### src/chart_pkg.sv
package chart_pkg;

    // Note word: octave down, octave up, then one-hot keys C to B
    typedef logic [8:0] note_t;

    // Chart position and chart length
    typedef logic [5:0] note_idx_t;

    typedef logic [13:0] score_t;

    // Bit 0 octave marker, bits 7..1 keys with C on top
    typedef logic [7:0] led_t;

    typedef logic [1:0] digit_t;
    typedef logic [7:0] chart_id_t;

    // Divider counters, wide enough for the longest period
    typedef logic [3:0] tick_t;

    // Save stream credit count
    typedef logic [2:0] credit_t;

    // Record memory depth and hard index limit
    localparam int CHART_LEN = 32;
    localparam int REC_AW = $clog2(CHART_LEN);
    typedef logic [REC_AW-1:0] rec_addr_t;

    // Cycles per countdown digit, per note and per scoring scan
    localparam int COUNT_TICKS = 8;
    localparam int NOTE_TICKS = 12;
    localparam int SCAN_TICKS = 4;

    // Judge grades
    localparam score_t PTS_PERFECT = 14'd5;
    localparam score_t PTS_GREAT = 14'd3;
    localparam score_t PTS_GOOD = 14'd2;

    localparam credit_t RECORD_CREDITS = 3'd4;

    typedef enum logic [1:0] {
        COUNTDOWN,
        PLAYING,
        FINISHED,
        SAVING
    } play_state_t;

endpackage

### src/chart_player.sv
module chart_player import chart_pkg::*; (
    input  logic      prog_clk,
    input  logic      rst,

    // Player keys and run mode
    input  note_t     user_note,
    input  logic      auto_play,
    input  logic      free_play,

    // External chart read port
    input  note_t     chart_note,
    input  note_idx_t chart_len,

    // Save and exit controls
    input  logic      save_key,
    input  logic      exit_key,
    input  chart_id_t chart_id,
    input  logic      credit_return,

    // Play status
    output digit_t    count_digit,
    output logic      play_started,
    output logic      playing,
    output logic      finished,

    output note_idx_t note_index,
    output note_t     play_note,
    output led_t      led,

    output score_t    score,
    output score_t    max_score,

    output logic      exit_req,

    // Save stream
    output logic      rec_valid,
    output note_idx_t rec_index,
    output note_t     rec_note,
    output chart_id_t rec_chart_id,
    output logic      save_busy
);

    logic note_tick;

    countdown_timer u_countdown (
        .prog_clk     (prog_clk),
        .rst          (rst),
        .count_digit  (count_digit),
        .play_started (play_started)
    );

    note_sequencer u_sequencer (
        .prog_clk     (prog_clk),
        .rst          (rst),
        .play_started (play_started),
        .auto_play    (auto_play),
        .free_play    (free_play),
        .chart_note   (chart_note),
        .chart_len    (chart_len),
        .user_note    (user_note),
        .exit_key     (exit_key),
        .note_index   (note_index),
        .note_tick    (note_tick),
        .playing      (playing),
        .finished     (finished),
        .play_note    (play_note),
        .led          (led),
        .exit_req     (exit_req)
    );

    score_judge u_judge (
        .prog_clk     (prog_clk),
        .rst          (rst),
        .play_started (play_started),
        .playing      (playing),
        .auto_play    (auto_play),
        .free_play    (free_play),
        .chart_note   (chart_note),
        .user_note    (user_note),
        .score        (score),
        .max_score    (max_score)
    );

    record_writer u_writer (
        .prog_clk      (prog_clk),
        .rst           (rst),
        .note_tick     (note_tick),
        .note_index    (note_index),
        .user_note     (user_note),
        .finished      (finished),
        .save_key      (save_key),
        .chart_id      (chart_id),
        .credit_return (credit_return),
        .rec_valid     (rec_valid),
        .rec_index     (rec_index),
        .rec_note      (rec_note),
        .rec_chart_id  (rec_chart_id),
        .save_busy     (save_busy)
    );

endmodule

### src/countdown_timer.sv
module countdown_timer import chart_pkg::*; (
    input  logic   prog_clk,
    input  logic   rst,
    output digit_t count_digit,
    output logic   play_started
);

    tick_t tick_cnt;

    // Digit steps 3, 2, 1, 0, then one more period before play
    always_ff @(posedge prog_clk or posedge rst) begin
        if (rst) begin
            tick_cnt <= '0;
            count_digit <= 2'd3;
            play_started <= 1'b0;
        end else if (!play_started) begin
            if (tick_cnt == tick_t'(COUNT_TICKS - 1)) begin
                tick_cnt <= '0;
                if (count_digit == '0) begin
                    // Sticky until the next reset
                    play_started <= 1'b1;
                end else begin
                    count_digit <= count_digit - 2'd1;
                end
            end else begin
                tick_cnt <= tick_cnt + tick_t'(1);
            end
        end
    end

endmodule

### src/note_sequencer.sv
module note_sequencer import chart_pkg::*; (
    input  logic      prog_clk,
    input  logic      rst,
    input  logic      play_started,
    input  logic      auto_play,
    input  logic      free_play,
    input  note_t     chart_note,
    input  note_idx_t chart_len,
    input  note_t     user_note,
    input  logic      exit_key,
    output note_idx_t note_index,
    output logic      note_tick,
    output logic      playing,
    output logic      finished,
    output note_t     play_note,
    output led_t      led,
    output logic      exit_req
);

    play_state_t state;
    tick_t       note_cnt;
    note_idx_t   idx_limit;
    led_t        led_next;

    // Free play and empty charts run the whole index range
    always_comb begin
        if (free_play || chart_len == '0) begin
            idx_limit = note_idx_t'(CHART_LEN - 1);
        end else if (chart_len > note_idx_t'(CHART_LEN)) begin
            idx_limit = note_idx_t'(CHART_LEN);
        end else begin
            idx_limit = chart_len;
        end
    end

    assign playing = (state == PLAYING);
    assign finished = (state == FINISHED);
    assign note_tick = playing && (note_cnt == tick_t'(NOTE_TICKS - 1))
                       && (note_index != idx_limit);

    // LED word from the current chart note, C key on bit 7
    always_comb begin
        led_next = '0;
        led_next[0] = chart_note[8] | chart_note[7];
        if ($onehot(chart_note[6:0])) begin
            led_next[7:1] = chart_note[6:0];
        end
    end

    // Note divider starts on the same edge as the scan divider
    always_ff @(posedge prog_clk or posedge rst) begin
        if (rst) begin
            note_cnt <= '0;
        end else if (!play_started) begin
            note_cnt <= '0;
        end else if (note_cnt == tick_t'(NOTE_TICKS - 1)) begin
            note_cnt <= '0;
        end else begin
            note_cnt <= note_cnt + tick_t'(1);
        end
    end

    always_ff @(posedge prog_clk or posedge rst) begin
        if (rst) begin
            state <= COUNTDOWN;
            note_index <= '0;
            play_note <= '0;
            led <= '0;
        end else begin
            case (state)
                COUNTDOWN: begin
                    if (play_started) begin
                        state <= PLAYING;
                    end
                end
                PLAYING: begin
                    if (note_index == idx_limit) begin
                        state <= FINISHED;
                    end else if (note_tick) begin
                        play_note <= auto_play ? chart_note : user_note;
                        led <= led_next;
                        note_index <= note_index + note_idx_t'(1);
                    end
                end
                default: begin
                    // Finished, stay here until reset
                    state <= FINISHED;
                end
            endcase
        end
    end

    always_ff @(posedge prog_clk or posedge rst) begin
        if (rst) begin
            exit_req <= 1'b0;
        end else if (play_started && exit_key) begin
            exit_req <= 1'b1;
        end
    end

endmodule

### src/record_writer.sv
module record_writer import chart_pkg::*; (
    input  logic      prog_clk,
    input  logic      rst,
    input  logic      note_tick,
    input  note_idx_t note_index,
    input  note_t     user_note,
    input  logic      finished,
    input  logic      save_key,
    input  chart_id_t chart_id,
    input  logic      credit_return,
    output logic      rec_valid,
    output note_idx_t rec_index,
    output note_t     rec_note,
    output chart_id_t rec_chart_id,
    output logic      save_busy
);

    note_t       rec_mem [CHART_LEN];
    play_state_t state;
    credit_t     credits;
    note_idx_t   rd_idx;
    note_idx_t   save_len;
    chart_id_t   save_id;
    logic        save_start;
    logic        send_beat;

    assign save_start = (state == FINISHED) && finished && save_key;
    assign send_beat = (state == SAVING) && (credits != '0) && (rd_idx != save_len);

    assign save_busy = (state == SAVING);
    assign rec_chart_id = save_id;

    // User note goes in at the index being left
    always_ff @(posedge prog_clk) begin
        if (note_tick) begin
            rec_mem[rec_addr_t'(note_index)] <= user_note;
        end
    end

    always_ff @(posedge prog_clk) begin
        if (save_start) begin
            save_id <= chart_id;
            save_len <= note_index;
        end
        if (send_beat) begin
            rec_index <= rd_idx;
            rec_note <= rec_mem[rec_addr_t'(rd_idx)];
        end
    end

    always_ff @(posedge prog_clk or posedge rst) begin
        if (rst) begin
            state <= COUNTDOWN;
            rd_idx <= '0;
            rec_valid <= 1'b0;
            credits <= RECORD_CREDITS;
        end else begin
            rec_valid <= send_beat;
            credits <= credits + credit_t'(credit_return) - credit_t'(send_beat);
            case (state)
                COUNTDOWN: begin
                    if (note_tick) begin
                        state <= PLAYING;
                    end
                end
                PLAYING: begin
                    if (finished) begin
                        state <= FINISHED;
                    end
                end
                FINISHED: begin
                    if (save_start) begin
                        rd_idx <= '0;
                        state <= SAVING;
                    end
                end
                SAVING: begin
                    if (send_beat) begin
                        rd_idx <= rd_idx + note_idx_t'(1);
                    end
                    // Busy drops once the last beat has been shown
                    if (rec_valid && rec_index == save_len - note_idx_t'(1)) begin
                        state <= FINISHED;
                    end
                end
                default: begin
                    state <= COUNTDOWN;
                end
            endcase
        end
    end

endmodule

### src/score_judge.sv
module score_judge import chart_pkg::*; (
    input  logic   prog_clk,
    input  logic   rst,
    input  logic   play_started,
    input  logic   playing,
    input  logic   auto_play,
    input  logic   free_play,
    input  note_t  chart_note,
    input  note_t  user_note,
    output score_t score,
    output score_t max_score
);

    tick_t scan_cnt;
    logic  scan_tick;
    logic  judge_en;

    // Two most recent pressed notes, newest first
    note_t hist0;
    note_t hist1;

    // Scan divider, aligned with the note divider
    always_ff @(posedge prog_clk or posedge rst) begin
        if (rst) begin
            scan_cnt <= '0;
        end else if (!play_started) begin
            scan_cnt <= '0;
        end else if (scan_cnt == tick_t'(SCAN_TICKS - 1)) begin
            scan_cnt <= '0;
        end else begin
            scan_cnt <= scan_cnt + tick_t'(1);
        end
    end

    assign scan_tick = play_started && (scan_cnt == tick_t'(SCAN_TICKS - 1));

    // Rests and free play are never judged
    assign judge_en = scan_tick && playing && !free_play && (chart_note[6:0] != '0);

    always_ff @(posedge prog_clk or posedge rst) begin
        if (rst) begin
            score <= '0;
            max_score <= '0;
            hist0 <= '0;
            hist1 <= '0;
        end else if (judge_en) begin
            max_score <= max_score + PTS_PERFECT;
            if (auto_play) begin
                score <= score + PTS_PERFECT;
            end else if (user_note[6:0] != '0) begin
                // Exact hit first, then the late grades
                if (chart_note == user_note) begin
                    score <= score + PTS_PERFECT;
                end else if (chart_note == hist0) begin
                    score <= score + PTS_GREAT;
                end else if (chart_note == hist1) begin
                    score <= score + PTS_GOOD;
                end
                hist0 <= user_note;
                hist1 <= hist0;
            end
        end
    end

endmodule

### config.mk
export PLATFORM = sky130hd
export DESIGN_NAME = chart_player
export DESIGN_NICKNAME = d
export VERILOG_FILES = /design/src/chart_pkg.sv /design/src/chart_player.sv /design/src/countdown_timer.sv /design/src/note_sequencer.sv /design/src/record_writer.sv /design/src/score_judge.sv
export SDC_FILE = /design/constraint.sdc
export NUM_CORES = 1
export LEC_CHECK = 0
export BUFFER_PORTS_ARGS = -buffer_cell sky130_fd_sc_hd__buf_2
export CELL_PAD_IN_SITES_DETAIL_PLACEMENT = 0
export CELL_PAD_IN_SITES_GLOBAL_PLACEMENT = 1
export CORE_MARGIN = 2
export CORE_UTILIZATION = 56
export DETAILED_ROUTE_END_ITERATION = 8
export GPL_TIMING_DRIVEN = 0
export PLACE_DENSITY_LB_ADDON = 0.1
export SLEW_MARGIN = 20
export SYNTH_ARGS = -nofsm -noshare
export SYNTH_HDL_FRONTEND = slang
export SYNTH_SLANG_ARGS = --single-unit
### constraint.sdc
create_clock -name prog_clk -period 8.2 [get_ports prog_clk]
set_clock_uncertainty 0.05 [all_clocks]
set_input_delay 1.64 -clock prog_clk [delete_from_list [all_inputs] [get_ports prog_clk]]
set_output_delay 1.64 -clock prog_clk [all_outputs]
set_load 0.02 [all_outputs]
# Word-level counts from Yosys, hierarchy flattened
# Memory sizes are Yosys's and may differ from the RTL's. A register that Yosys moved wholly into a read port is not among the register bits.
# Index checks and enable logic that the tools add are counted.
# totals
output_inout_bits	82
mem_bits_rw	288
in_bits	39
mem_count	1
elab_cells	131
ff_bits	119
# op_classes
reduce_logical	31
add_sub_neg	19
bitwise	5
eq_ne	23
n_lt_le_gt_ge	1
n_mux	30
# mem_list
memory	words	word_bits	read_ports	rd_ports_with_merged_regs	write_ports	line_no	source
u_writer.rec_mem	32	9	1	1	1	record_writer.sv:18	note_t rec_mem [CHART_LEN];
# op_table
cell	count
$mux 14	5
$add 14x2->14 const B	2
$add 14x3->14 const B	2
$eq 9x9->1	3
$mux 6	4
$mux 4	5
$reduce_and 3->1	5
$reduce_bool 7->1	2
$add 4x1->4 const B	3
$add 6x1->6 const B	2
$eq 6x6->1	2
$logic_and 1x1->1	12
$mux 2	6
$ne 6x6->1	2
$pmux 6 s2	1
$mux 9	1
$ne 2x1->1 const B	4
$pmux 2 s4	1
$mux 7	1
$add 1x1->2	3
$add 3x1->3	2
$add 3x3->3	2
$eq 2x2->1 const B	3
$gt 6x6->1 const B	1
22 further kinds	35

# Logic depth before layout (Yosys ltp)
# Gate-level depths: netlist (run 1).
# logic_depth
depth_word	7
ltp_mapped	14
ltp_nobuf	12

# Cells and area by module
# From an unflattened synthesis (run 1), not the netlist that was laid out.
# hier_totals
hier_cells	1120
hier_area_um2	17890.9
# modules_own_cells
module	seq_area_each_um2	n_inst	area_per_inst_um2	cells_per_inst
record_writer	9820.7	1	12982.5	685
score_judge	1251.2	1	2803.9	249
note_sequencer	750.7	1	1783.0	160
countdown_timer	177.7	1	321.6	26

# Least setup slack after synthesis (run 1)
# OpenSTA, ideal clock, no wires.
# synth_path
kind	input to register
startpoint	input port chart_len[1]
endpoint	memory u_writer.rec_mem[0][0] (netlist name) (enable)
t_required_ns	7.751
n_path_buf	1
arrival_time_ns	4.088
cell_stages	7
setup_slack_ns	3.662
setup_ns	0.399
cell_sequence	or4_4 > o31ai_4 > or3_1 > a222oi_1 > or2_1 > buf_6 > nor4_1
# synth_via
elab_chain_len	7
elab_cells_between_ends	9
classes_between	1 x order compare; 1 x eq/ne; 4 x mux; 3 x reduce/logical
# synth_rtl
element	line_no	source
start: declaration	chart_player.sv:12	input note_idx_t chart_len,
$gt 6x6->1 or $logic_not 6->1 (tied branches)	note_sequencer.sv:29, note_sequencer.sv:27	
$mux 6 or $logic_or 1x1->1 (tied branches)	note_sequencer.sv:29, note_sequencer.sv:27	
$mux 6 (*)	note_sequencer.sv:27	if (free_play || chart_len == '0) begin
$ne 6x6->1 (*)	note_sequencer.sv:39	&& (note_index != idx_limit);
$logic_and 1x1->1 (*)	note_sequencer.sv:39	
$mux 1 (*)	record_writer.sv:35	if (note_tick) begin
$mux 1 (not written as such) (*)	record_writer.sv:36	rec_mem[rec_addr_t'(note_index)] <= user_note;
end: declaration	record_writer.sv:18	
# Mark *: on every way between the ends. The rest lies on a longest branch, timed or not.

# Final worst setup path (run 1)
# layout_path
startpoint	input port chart_len[1]
endpoint	memory u_writer.rec_mem[14][1] (netlist name) (enable)
# Same word-level chain as after synthesis.

==> out/metrics.cfg, run 1 <==
[critical_path]
arrival_ns = 4.39
critPathRequiredTime_ns = 8.29
r2r_start = u_writer.rd_idx[0]
worstPathMaxFanout = 10
crit_type = in2reg
reg2regPathDepth = 5
endpoint_kind = flip-flop
startpoint_type = input pin
reg2reg_to = u_writer.rec_note[6]
rrSetupSlack_ns = 4.78

[placed_design]
portBuffers = 117
place_congestion = 0.800
place_hpwl_mm = 25.2
placed_area_sq_mm = 0.0188
dpl_worst_slack_ns = 3.14
dp.cells = 1543

[hold_path]
hp-class = reg2reg
whs_endpoint = u_sequencer.exit_req
hold_depth = 1
hold_start = u_sequencer.exit_req

[routing]
num_vias = 9625
drc = 0
wl_per_cell_um = 23.3
ant_nets = 0
vias_per_cell = 5.95
drtIter0Drc = 1077
firstDrtPassIters = 5
wirelength_mm = 37.8

[power_and_ir_drop]
powerDensity_mw_per_mm2 = 225
switching_share_pct = 22.3
seqPwrFrac_pct = 53.1
ir_worst_vdd_v = 0.000170
p_int_mw = 3.50
comb_power_share_pct = 7.1
leakage_nw = 7.25
p_clk_share_pct = 39.7
power.switching_mw = 1.01

[grt]
grt.met1_usage_pct = 35.1
grt_pass1_wl_mm = 58.4
grt_usage_pct = 23.6
grt_max_degree = 72
antenna_found_initial = 0
gr-usage-met3_pct = 3.61
met2_usage_pct = 37.7
top_usage_layer = met2
grt_overflow_total = 0
grt_pass1_vias = 9704

[finish]
instances_no_fill = 1619
multi_input_area_sq_mm = 0.00530
diodes = 0
mostFrequentLayoutCell = edfxtp_1
area_growth_pct = 14.5
drive_gt1_share_pct = 27.8
fillers = 2208
nets = 1260
final_area_sq_mm = 0.0201
layout_common_cells = edfxtp_1, buf_2, dfrtp_1, mux4_2, clkbuf_1
seq_area_sq_mm = 0.0120

[cts]
cts_tree = done
clock_sinks = 416
holdBufCountCts = 0
cts_buffers = 42
ctsResizeCount = 0
cts_setup_buffers = 0
h-tree-depth = 2
cts.path.max_buffers = 3
clkTransAtPathRegs_ns = 0.06
clock_latency_ns = 0.52
root_buffer = clkbuf_16

[yosys]
synthTopCellsByArea = edfxtp_1, dfrtp_1, mux4_2
ys_seq_elements = 416
yosysWarnings = 0
postSynthAreaPerCell_sq_um = 17.2
yosysTopAreaCellShare_pct = 54.2
syn_inst = 1020
synth_top_cell_by_area = edfxtp_1
syn_area_sq_mm = 0.0176
async_flop_share_pct = 23.8
synth_nets = 1088
synth-main-ff-cell = edfxtp_1
yosysSeqAreaShare_pct = 68.3
ys_types = 59
synth-edff-count = 317

[die]
initial_utilization_pct = 57.1
fp.dieH_um = 181
die_area_sq_mm = 0.0328
io_pins = 121
coreArea_sq_mm = 0.0307
rows = 64
die_w_um = 181

[sta]
totalNegativeSetupSlack_ns = 0
rsz0062_at_grt = no
setup_ws_ns = 3.91
hold_viol = 0
setup_viol = 0
timing.final.crit_share_pct = 52.4
worst_pin_slew_ns = 1.02
fmax_mhz = 233
relSlewSlack_pct = 32.3
period_needed_ns = 4.29
slew_viol_final = 0

[run_status]
status = complete, no violations

[run]
cap_viol_max_count = 0

-- critical path: stages --
cell	delay, ns
buf_2	0.12
or4_4	0.56
o31ai_4	0.27
or3_1	0.16
a222oi_1	0.16
clkbuf_2	0.20
or2_1	0.25
buf_6	0.16
buf_8	0.16
nor3_2	0.68
-- registers in the layout (all words and copies together) (netlist names), 2 cells and up --
register                 flops
u_judge.hist0                9
u_writer.state               2
u_judge.scan_cnt             4
u_judge.score               14
u_writer.rec_mem           288
u_writer.rec_note            9
u_writer.rec_index           6
u_writer.save_len            6
u_sequencer.note_index       6
u_sequencer.led              8
u_writer.rec_chart_id        8
u_writer.credits             3
u_sequencer.note_cnt         4
u_countdown.count_digit      2
u_countdown.tick_cnt         4
u_sequencer.state            2
u_judge.hist1                9
u_judge.max_score           14
u_sequencer.play_note        9
u_writer.rd_idx              6
-- kinds of logic (layout without fill, tap and decap cells) --
logic type               count (synthesis)  count (layout)  share of synthesized area (%)
flip-flops                             416             416                           68.3
buffers and inverters                   84             287                           1.95
AND/OR/NAND/NOR                        193             193                           6.12
AO/OA/AOI/OAI                           84              84                           3.09
adder cells (fa/ha/maj)                 29              29                           2.24
multiplexers                           132             132                           14.2
XOR/XNOR                                82              82                           4.09
-- power by group through the flow --
stage	Combinational, mW	Clock (mW)	Sequential [mW]
floorplan	0.162	0	2.47
global placement	0.315	0	2.44
detailed placement	0.326	0	2.44
CTS	0.327	1.83	2.40
global route	0.361	1.91	2.41
finish	0.322	1.79	2.40
-- metal layers --
metal	share of wire (%)	wire, um
met3	6.0	2260
met2	47	17900
met1	45	16900
met4	1.9	718
met5	0	0
-- cells in the mapped netlist (4+ instances only) --
cell type,n
nand2_1,31
xor2_1,44
xnor2_1,38
nor2_1,25
inv_1,33
buf_1,9
a21oi_1,7
o211ai_1,6
dfrtp_1,96
nor4_1,12
edfxtp_1,317
ha_1,25
and3_1,23
nand4_1,6
buf_2,5
nor2b_1,8
mux2_2,32
mux4_2,90
and4_1,4
and3b_1,4
fa_1,4
clkbuf_1,34
mux2i_1,10
o21ai_0,40
nor3b_1,11
nand3_1,12
and2_1,13
nor3_1,25
nand2b_1,5
a21o_1,7
-- worst max-delay path by stage --
stage | startpoint | endpoint | slack [ns] | depth (start not counted)
CTS | chart_len[1] | u_writer.rec_mem[25][1] | 3.70 | 8
floorplan | chart_len[1] | u_writer.rec_mem[0][0] | 3.66 | 7
global placement | chart_len[1] | u_writer.rec_mem[0][3] | 2.51 | 8
detailed placement | chart_len[1] | u_writer.rec_mem[22][3] | 3.14 | 8
finish | chart_len[1] | u_writer.rec_mem[14][1] | 3.91 | 10
global route | chart_len[1] | u_writer.rec_mem[8][3] | 3.74 | 10
-- final cells by class --
cell class                 instances  share of cell area (%)
tap                              396                    2.46
sequential                       416                    59.7
inverter                          33                   0.641
clock buffer                      59                    5.75
clock inverter                    16                   0.622
multi-input combinational        520                    26.4
buffer                            51                    1.09
timing repair buffer             128                    3.37
-- per-stage QoR --
step	utilization, %	hold slack [ns]	power (mW)
2_1_floorplan	-	0.386	2.63
3_3_place_gp	60.6	0.383	2.75
3_5_place_dp	61.2	0.390	2.76
4_1_cts	65.3	0.403	4.55
5_1_grt	65.4	0.426	4.68
6_report	65.4	0.401	4.51
Note: power is estimated with default switching activity, not from simulation.
==> run 2, diff against run 1 <==
Settings changed: ABC_AREA set to 1, CORE_UTILIZATION 56 to 49.
Clock period 8.2 ns to 4.09 ns, I/O delays scaled along.
==> out/metrics.cfg, run 2 <==
[placed_design]
place_hpwl_mm = 35.6  ; was 25.2 mm
placed_area_sq_mm = 0.0201  ; was 0.0188 sq mm
place_congestion = 0.883  ; was 0.800
portBuffers = 116  ; was 117
dpl_worst_slack_ns = 0.540  ; was 3.14 ns

[finish]
area_growth_pct = 15.3  ; was 14.5%
layout_common_cells = edfxtp_1, nand2_1, nor2_1, o21ai_0, buf_2  ; was edfxtp_1, buf_2, dfrtp_1, mux4_2, clkbuf_1
top_regs = u_writer.rec_mem: 288 flops, u_judge.max_score: 14 flops, u_judge.score: 14 flops  ; unchanged
nets = 1972  ; was 1260
largest_reg_flops = 288  ; unchanged
top_register = u_writer.rec_mem  ; unchanged
drive_gt1_share_pct = 15.4  ; was 27.8%
mostFrequentLayoutCell = edfxtp_1  ; unchanged
final_area_sq_mm = 0.0217  ; was 0.0201 sq mm

[yosys]
synth_nets = 1808  ; was 1088
async_flop_share_pct = 23.8  ; unchanged
synthTopCellsByArea = edfxtp_1, dfrtp_1, nand2_1  ; was edfxtp_1, dfrtp_1, mux4_2
synth_top_cell_by_area = edfxtp_1  ; unchanged
synth_common_cells = edfxtp_1, nand2_1, nor2_1, o21ai_0, inv_1  ; was edfxtp_1, dfrtp_1, mux4_2, xor2_1, o21ai_0
postSynthAreaPerCell_sq_um = 10.8  ; was 17.2 sq um
ys_seq_elements = 416  ; unchanged
synth-edff-count = 317  ; unchanged
syn_inst = 1740  ; was 1020
ys_types = 45  ; was 59
yosysSeqAreaShare_pct = 63.8  ; was 68.3%
yosysTopAreaCellShare_pct = 50.6  ; was 54.2%
synth-main-ff-cell = edfxtp_1  ; unchanged
yosysMostFrequentCell = edfxtp_1  ; unchanged
yosysWarnings = 0  ; unchanged
syn_area_sq_mm = 0.0188  ; was 0.0176 sq mm

[cts]
cts.path.max_buffers = 3  ; unchanged
clock_sinks = 416  ; unchanged
cts_tree = done  ; unchanged
holdBufCountCts = 0  ; unchanged
ctsResizeCount = 0  ; unchanged
cts_buffers = 45  ; was 42
root_buffer = clkbuf_16  ; unchanged
cts_setup_buffers = 0  ; unchanged
clock_latency_ns = 0.58  ; was 0.52 ns
clkTransAtPathRegs_ns = 0.06  ; about the same
h-tree-depth = 2  ; unchanged

[grt]
grt_pass1_vias = 13379  ; was 9704
grt_overflow_total = 0  ; unchanged
antenna_found_initial = 1  ; was 0
grt_usage_pct = 27.3  ; was 23.6%
grt_pass1_wl_mm = 80.4  ; was 58.4 mm
grt_max_degree = 55  ; was 72

[power_and_ir_drop]
seqPwrFrac_pct = 38.7  ; was 53.1%
comb_power_share_pct = 27.3  ; was 7.1%
p_int_mw = 8.24  ; was 3.50 mW
powerDensity_mw_per_mm2 = 580  ; was 225 mW/mm^2
switching_share_pct = 34.5  ; was 22.3%
leakage_nw = 8.55  ; was 7.25 nW
ir_worst_vdd_v = 0.000389  ; was 0.000170 V
p_clk_share_pct = 34.1  ; was 39.7%
power.switching_mw = 4.33  ; was 1.01 mW

[routing]
vias_per_cell = 5.59  ; was 5.95
num_vias = 13720  ; was 9625
firstDrtPassIters = 5  ; unchanged
wirelength_mm = 53.1  ; was 37.8 mm
drtIter0Drc = 1076  ; was 1077
wl_per_cell_um = 21.6  ; was 23.3 um
drc = 0  ; unchanged
ant_nets = 0  ; unchanged

[sta]
period_needed_ns = 3.27
timing.final.crit_share_pct = 79.8
worst_pin_slew_ns = 1.16  ; was 1.02 ns
holdWs_ns = 0.220  ; was 0.401 ns
relSlewSlack_pct = 22.4  ; was 32.3%
hold_viol = 0  ; unchanged
setup_viol = 0  ; unchanged
fmax_mhz = 306
setup_ws_ns = 0.824  ; was 3.91 ns
slew_viol_final = 0  ; unchanged
rsz0062_at_grt = no  ; unchanged

[die]
die_w_um = 200  ; was 181 um
rows = 71  ; was 64
io_pins = 121  ; unchanged
fp.dieH_um = 200  ; was 181 um
coreArea_sq_mm = 0.0378  ; was 0.0307 sq mm
initial_utilization_pct = 49.8  ; was 57.1%
die_area_sq_mm = 0.0399  ; was 0.0328 sq mm

[run]
cap_viol_max_count = 0  ; unchanged

[critical_path]
worstPathMaxFanout = 17  ; was 10
critPathRequiredTime_ns = 4.55  ; was 8.29 ns
startpoint_type = flip-flop  ; was input pin
endpoint_kind = flip-flop  ; unchanged
crit_type = reg2reg  ; was in2reg
arrival_ns = 3.72  ; was 4.39 ns

[run_status]
status = complete, no violations  ; unchanged

[hold_path]
hp-class = in2async  ; was reg2reg

[run 2: cells by family (layout without fill, tap and decap cells)]
logic type | after synthesis | in the layout | share of synthesized area, %
other | 0 | 1 | 0
DFF | 416 | 416 | 63.8
adders and majority gates | 29 | 29 | 2.09
AOI/OAI and AO/OA | 318 | 318 | 9.80
buffers and inverters | 203 | 404 | 4.57
muxes | 4 | 4 | 0.320
and+or+nand+nor | 688 | 688 | 15.6
xor gates and xnor gates | 82 | 82 | 3.82
[run 2: critical path, stage by stage, from the launching register on]
cell and delay (ns):
dfrtp_1 0.35, buf_2 0.26, clkinv_1 0.34, o22ai_1 0.23, nor2_1 0.06, nand3_1 0.08, nand3_1 0.09, inv_1 0.53
ha_1 0.25, inv_1 0.04, ha_1 0.18, fa_1 0.39, xnor2_1 0.18, xor2_1 0.17
[run 2: power by group through the flow]
| stage | sequential [mW] | combinational [mW] | clock, mW |
|---|---|---|---|
| after global placement | 4.95 | 3.33 | 0 |
| after floorplan | 5.04 | 1.93 | 0 |
| after CTS | 4.86 | 3.39 | 4.34 |
| final | 4.86 | 3.43 | 4.29 |
| after detailed placement | 4.95 | 3.37 | 0 |
| after global routing | 4.88 | 3.73 | 4.50 |
[run 2: final cells by class]
| type | count | area [sq um] |
|---|---|---|
| flip-flops and latches | 416 | 12000 |
| diodes | 1 | 2.50 |
| repair buffers | 117 | 608 |
| clock inverters | 34 | 388 |
| plain buffers | 92 | 437 |
| fillers | 3283 | 16100 |
| inverters | 111 | 427 |
| multi-input cells | 1121 | 5980 |
| well taps | 511 | 639 |
| clock buffers | 50 | 1180 |
[run 2: through the flow]
| stage | setup TNS, ns | cells | total power [mW] | util [%] |
|---|---|---|---|---|
| final | 0 | 2453 | 12.6 | 57.4 |
| after global routing | 0 | 2452 | 13.1 | 57.4 |
| after CTS | 0 | 2452 | 12.6 | 57.3 |
| after detailed placement | 0 | 2368 | 8.32 | 53.2 |
| after global placement | -93.41 | 2367 | 8.28 | 53.0 |
| after floorplan | 0 | 1740 | 6.97 | - |
[run 2: path summary, 6_finish.rpt]
| kind | from | end | slack [ns] | depth (start not counted) |
|---|---|---|---|---|
| max | u_writer.rd_idx[3] | u_writer.credits[2] | 0.82 | 13 |
| min | rst | u_sequencer.led[3] | 0.22 | 2 |
| max reg2reg | u_writer.rd_idx[3] | u_writer.credits[2] | 0.82 | 13 |
| min reg2reg | u_writer.credits[1] | u_writer.credits[2] | 0.39 | 1 |
| max in group asynchronous | rst | u_judge.max_score[11] | 3.11 | 3 |
| min in group prog_clk | chart_id[2] | u_writer.rec_chart_id[2] | 0.36 | 1 |
[run 2: metal layers]
| metal | up-vias | GRT usage [%] | wire length, um |
|---|---|---|---|
| met4 | 2 | 8.81 | 1700 |
| met1 | 6692 | 35.6 | 21800 |
| met5 | - | 0 | 54 |
| li1 | 6384 | - | - |
| met2 | 518 | 46.1 | 25700 |
| met3 | 124 | 5.19 | 3820 |
==> run 3, diff against run 2 <==
Settings changed: ABC_AREA 1 to 0, CORE_UTILIZATION 49 to 52.
Clock period 4.09 ns to 3.2 ns, I/O delays scaled along.
==> out/metrics.cfg, run 3 (synthesized netlist as in run 1, its figures left out) <==
[critical_path]
slowest_delay_ns = 0.59  ; was 0.53 ns
critPathTopFamily = simple AND/OR/NAND/NOR gates  ; was buffers and inverters
crit_start = chart_len[1]  ; was u_writer.rd_idx[3]
crit_type = in2reg  ; was reg2reg
reg2regPathDepth = 4  ; was 13
critical_path.most_common_cell = buf_2
arrival_ns = 3.37  ; was 3.72 ns
critPathRequiredTime_ns = 3.41  ; was 4.55 ns
endpoint_kind = flip-flop  ; unchanged
reg2reg_to = u_writer.rec_mem[28][6]  ; was u_writer.credits[2]
slowest_stage = nor4_2  ; was inv_1
path_cells = buf_2, or4_4, o31ai_4, or3_1, a222oi_1, buf_2, or2_1, buf_6, nor4_2, buf_4  ; was buf_2, clkinv_1, o22ai_1, nor2_1, nand3_1, nand3_1, inv_1, ha_1, inv_1, ha_1, fa_1, xnor2_1, xor2_1
rrSetupSlack_ns = 0.12  ; was 0.82 ns
worstPathMaxFanout = 10  ; was 17
r2r_start = u_sequencer.note_index[3]  ; was u_writer.rd_idx[3]
path_buf_inv = 4  ; unchanged
startpoint_type = input pin  ; was flip-flop

[cts]
clkTransAtPathRegs_ns = 0.06  ; about the same
cts_buffers = 45  ; unchanged
h-tree-depth = 2  ; unchanged
clock_latency_ns = 0.56  ; was 0.58 ns
cts.path.max_buffers = 3  ; unchanged
cts_tree = done  ; unchanged
root_buffer = clkbuf_16  ; unchanged
clock_sinks = 416  ; unchanged

[finish]
mostFrequentLayoutCell = edfxtp_1  ; unchanged
nets = 1262  ; was 1972
drive_gt1_share_pct = 29.4  ; was 15.4%
instances_no_fill = 1678  ; was 2453
fillers = 2543  ; was 3283
largest_reg_flops = 288  ; unchanged
area_growth_pct = 17.2  ; was 15.3%
top_regs = u_writer.rec_mem: 288 flops, u_judge.max_score: 14 flops, u_judge.score: 14 flops  ; unchanged
layout_common_cells = edfxtp_1, buf_2, dfrtp_1, mux4_2, clkbuf_16  ; was edfxtp_1, nand2_1, nor2_1, o21ai_0, buf_2
final_util_pct = 61.7  ; was 57.4%
top_register = u_writer.rec_mem  ; unchanged
diodes = 0  ; was 1

[die]
die_w_um = 188  ; was 200 um
fp.dieH_um = 188  ; was 200 um
die_area_sq_mm = 0.0353  ; was 0.0399 sq mm
initial_utilization_pct = 52.6  ; was 49.8%
rows = 67  ; was 71
coreArea_sq_mm = 0.0334  ; was 0.0378 sq mm
io_pins = 121  ; unchanged

[placed_design]
dp.cells = 1594  ; was 2368
portBuffers = 117  ; was 116
place_hpwl_mm = 25.6  ; was 35.6 mm
place_congestion = 0.786  ; was 0.883

[grt]
antenna_found_initial = 0  ; was 1
grt_pass1_vias = 9711  ; was 13379
grt_overflow_total = 0  ; unchanged
grt_pass1_wl_mm = 58.2  ; was 80.4 mm
grt_usage_pct = 22.1  ; was 27.3%
grt_max_degree = 37  ; was 55

[run]
cap_viol_max_count = 0  ; unchanged

[routing]
drtIter0Drc = 634  ; was 1076
drc = 0  ; unchanged
ant_nets = 0  ; unchanged
wl_per_cell_um = 22.8  ; was 21.6 um
wirelength_mm = 38.3  ; was 53.1 mm
num_vias = 9458  ; was 13720
firstDrtPassIters = 6  ; was 5
vias_per_cell = 5.64  ; was 5.59

[sta]
worst_pin_slew_ns = 1.04  ; was 1.16 ns
totalNegativeSetupSlack_ns = 0  ; unchanged
hold_viol = 0  ; unchanged
slew_viol_final = 0  ; unchanged
fmax_mhz = 316
rsz0062_at_grt = yes  ; was no
relSlewSlack_pct = 30.5  ; was 22.4%
timing.final.crit_share_pct = 98.8
setup_viol = 0  ; unchanged
period_needed_ns = 3.16

[power_and_ir_drop]
ir_worst_vdd_v = 0.000404  ; was 0.000389 V
seqPwrFrac_pct = 49.8  ; was 38.7%
powerDensity_mw_per_mm2 = 599  ; was 580 mW/mm^2
comb_power_share_pct = 6.8  ; was 27.3%
p_clk_share_pct = 43.4  ; was 34.1%
switching_share_pct = 22.3  ; was 34.5%
leakage_nw = 7.48  ; was 8.55 nW
p_int_mw = 9.58  ; was 8.24 mW
power.switching_mw = 2.75  ; was 4.33 mW

[hold_path]
hp-class = in2async  ; unchanged

[run_status]
status = complete, no violations  ; unchanged

## run 3: cell count changes in the layout (fill, tap and decap cells not counted), moves of 15 or more
cell / previous run / this run
and3_1: 0 / 23
buf_2: 142 / 127
clkbuf_1: 53 / 37
inv_1: 100 / 32
mux2_2: 0 / 32
mux4_2: 0 / 90
nand2_1: 284 / 31
nand3_1: 80 / 12
nor2_1: 237 / 25
nor2_2: 22 / 1
o21ai_0: 198 / 40
o221ai_1: 54 / 0
o22ai_1: 22 / 0
## run 3: how the worst max path moves through the flow
stage,to,slack [ns],depth (start not counted)
after detailed placement,u_writer.rec_mem[9][3],-0.64,10
final,u_writer.rec_mem[1][0],0.04,10
after global placement,u_writer.rec_mem[3][2],-1.47,8
after global routing,u_writer.rec_mem[1][4],-0.06,10
after CTS,u_writer.rec_mem[13][3],-0.04,10
after floorplan,u_writer.rec_mem[0][0],-0.34,7
## run 3: repair_timing
action | CTS | global route
cloned | 0 | 0
resized for setup | 14 | 17
hold buffers | 0 | 0
endpoints found under the setup margin | 77 | 230
setup buffers | 0 | 3
hold endpoints to repair | 0 | 0
pin swaps | 0 | 1
## run 3: layout make-up
type	count	area, sq um	area share [%]
buffer	49	239	1.16
clock buffer	55	1220	5.91
clock inverter	28	325	1.58
inverter	33	128	0.620
multi-input combinational	520	5380	26.2
sequential	416	12000	58.3
tap	448	561	2.72
timing repair buffer	129	723	3.52
## run 3: metrics by stage
step / worst slack (ns) / cell area (sq um) / hold WS [ns] / power, mW
after floorplan: -0.338 / 17600 / 0.386 / 6.75
after global placement: -1.47 / 18800 / 0.385 / 7.06
after detailed placement: -0.636 / 18900 / 0.400 / 7.09
after CTS: -0.0410 / 20500 / 0.0815 / 12.5
after global routing: -0.0627 / 20600 / 0.126 / 12.8
final: 0.0379 / 20600 / 0.0921 / 12.3
## run 3: layer usage
metal | GRT usage [%] | vias to the layer above | wire length [um] | share of wire [%]
li1 | - | 4309 | - | -
met3 | 3.95 | 54 | 2060 | 5.4
met4 | 6.48 | 0 | 832 | 2.2
met2 | 37.8 | 274 | 19400 | 51
met1 | 29.4 | 4821 | 16000 | 42
met5 | 0 | - | 0 | 0
## run 3: power by group through the flow
stage                     Combinational [mW]  Sequential [mW]  Clock, mW
after floorplan                        0.415             6.33          0
after global placement                 0.817             6.24          0
after detailed placement               0.851             6.24          0
after CTS                              0.857             6.14       5.47
after global routing                   0.934             6.16       5.68
final                                  0.844             6.14       5.35
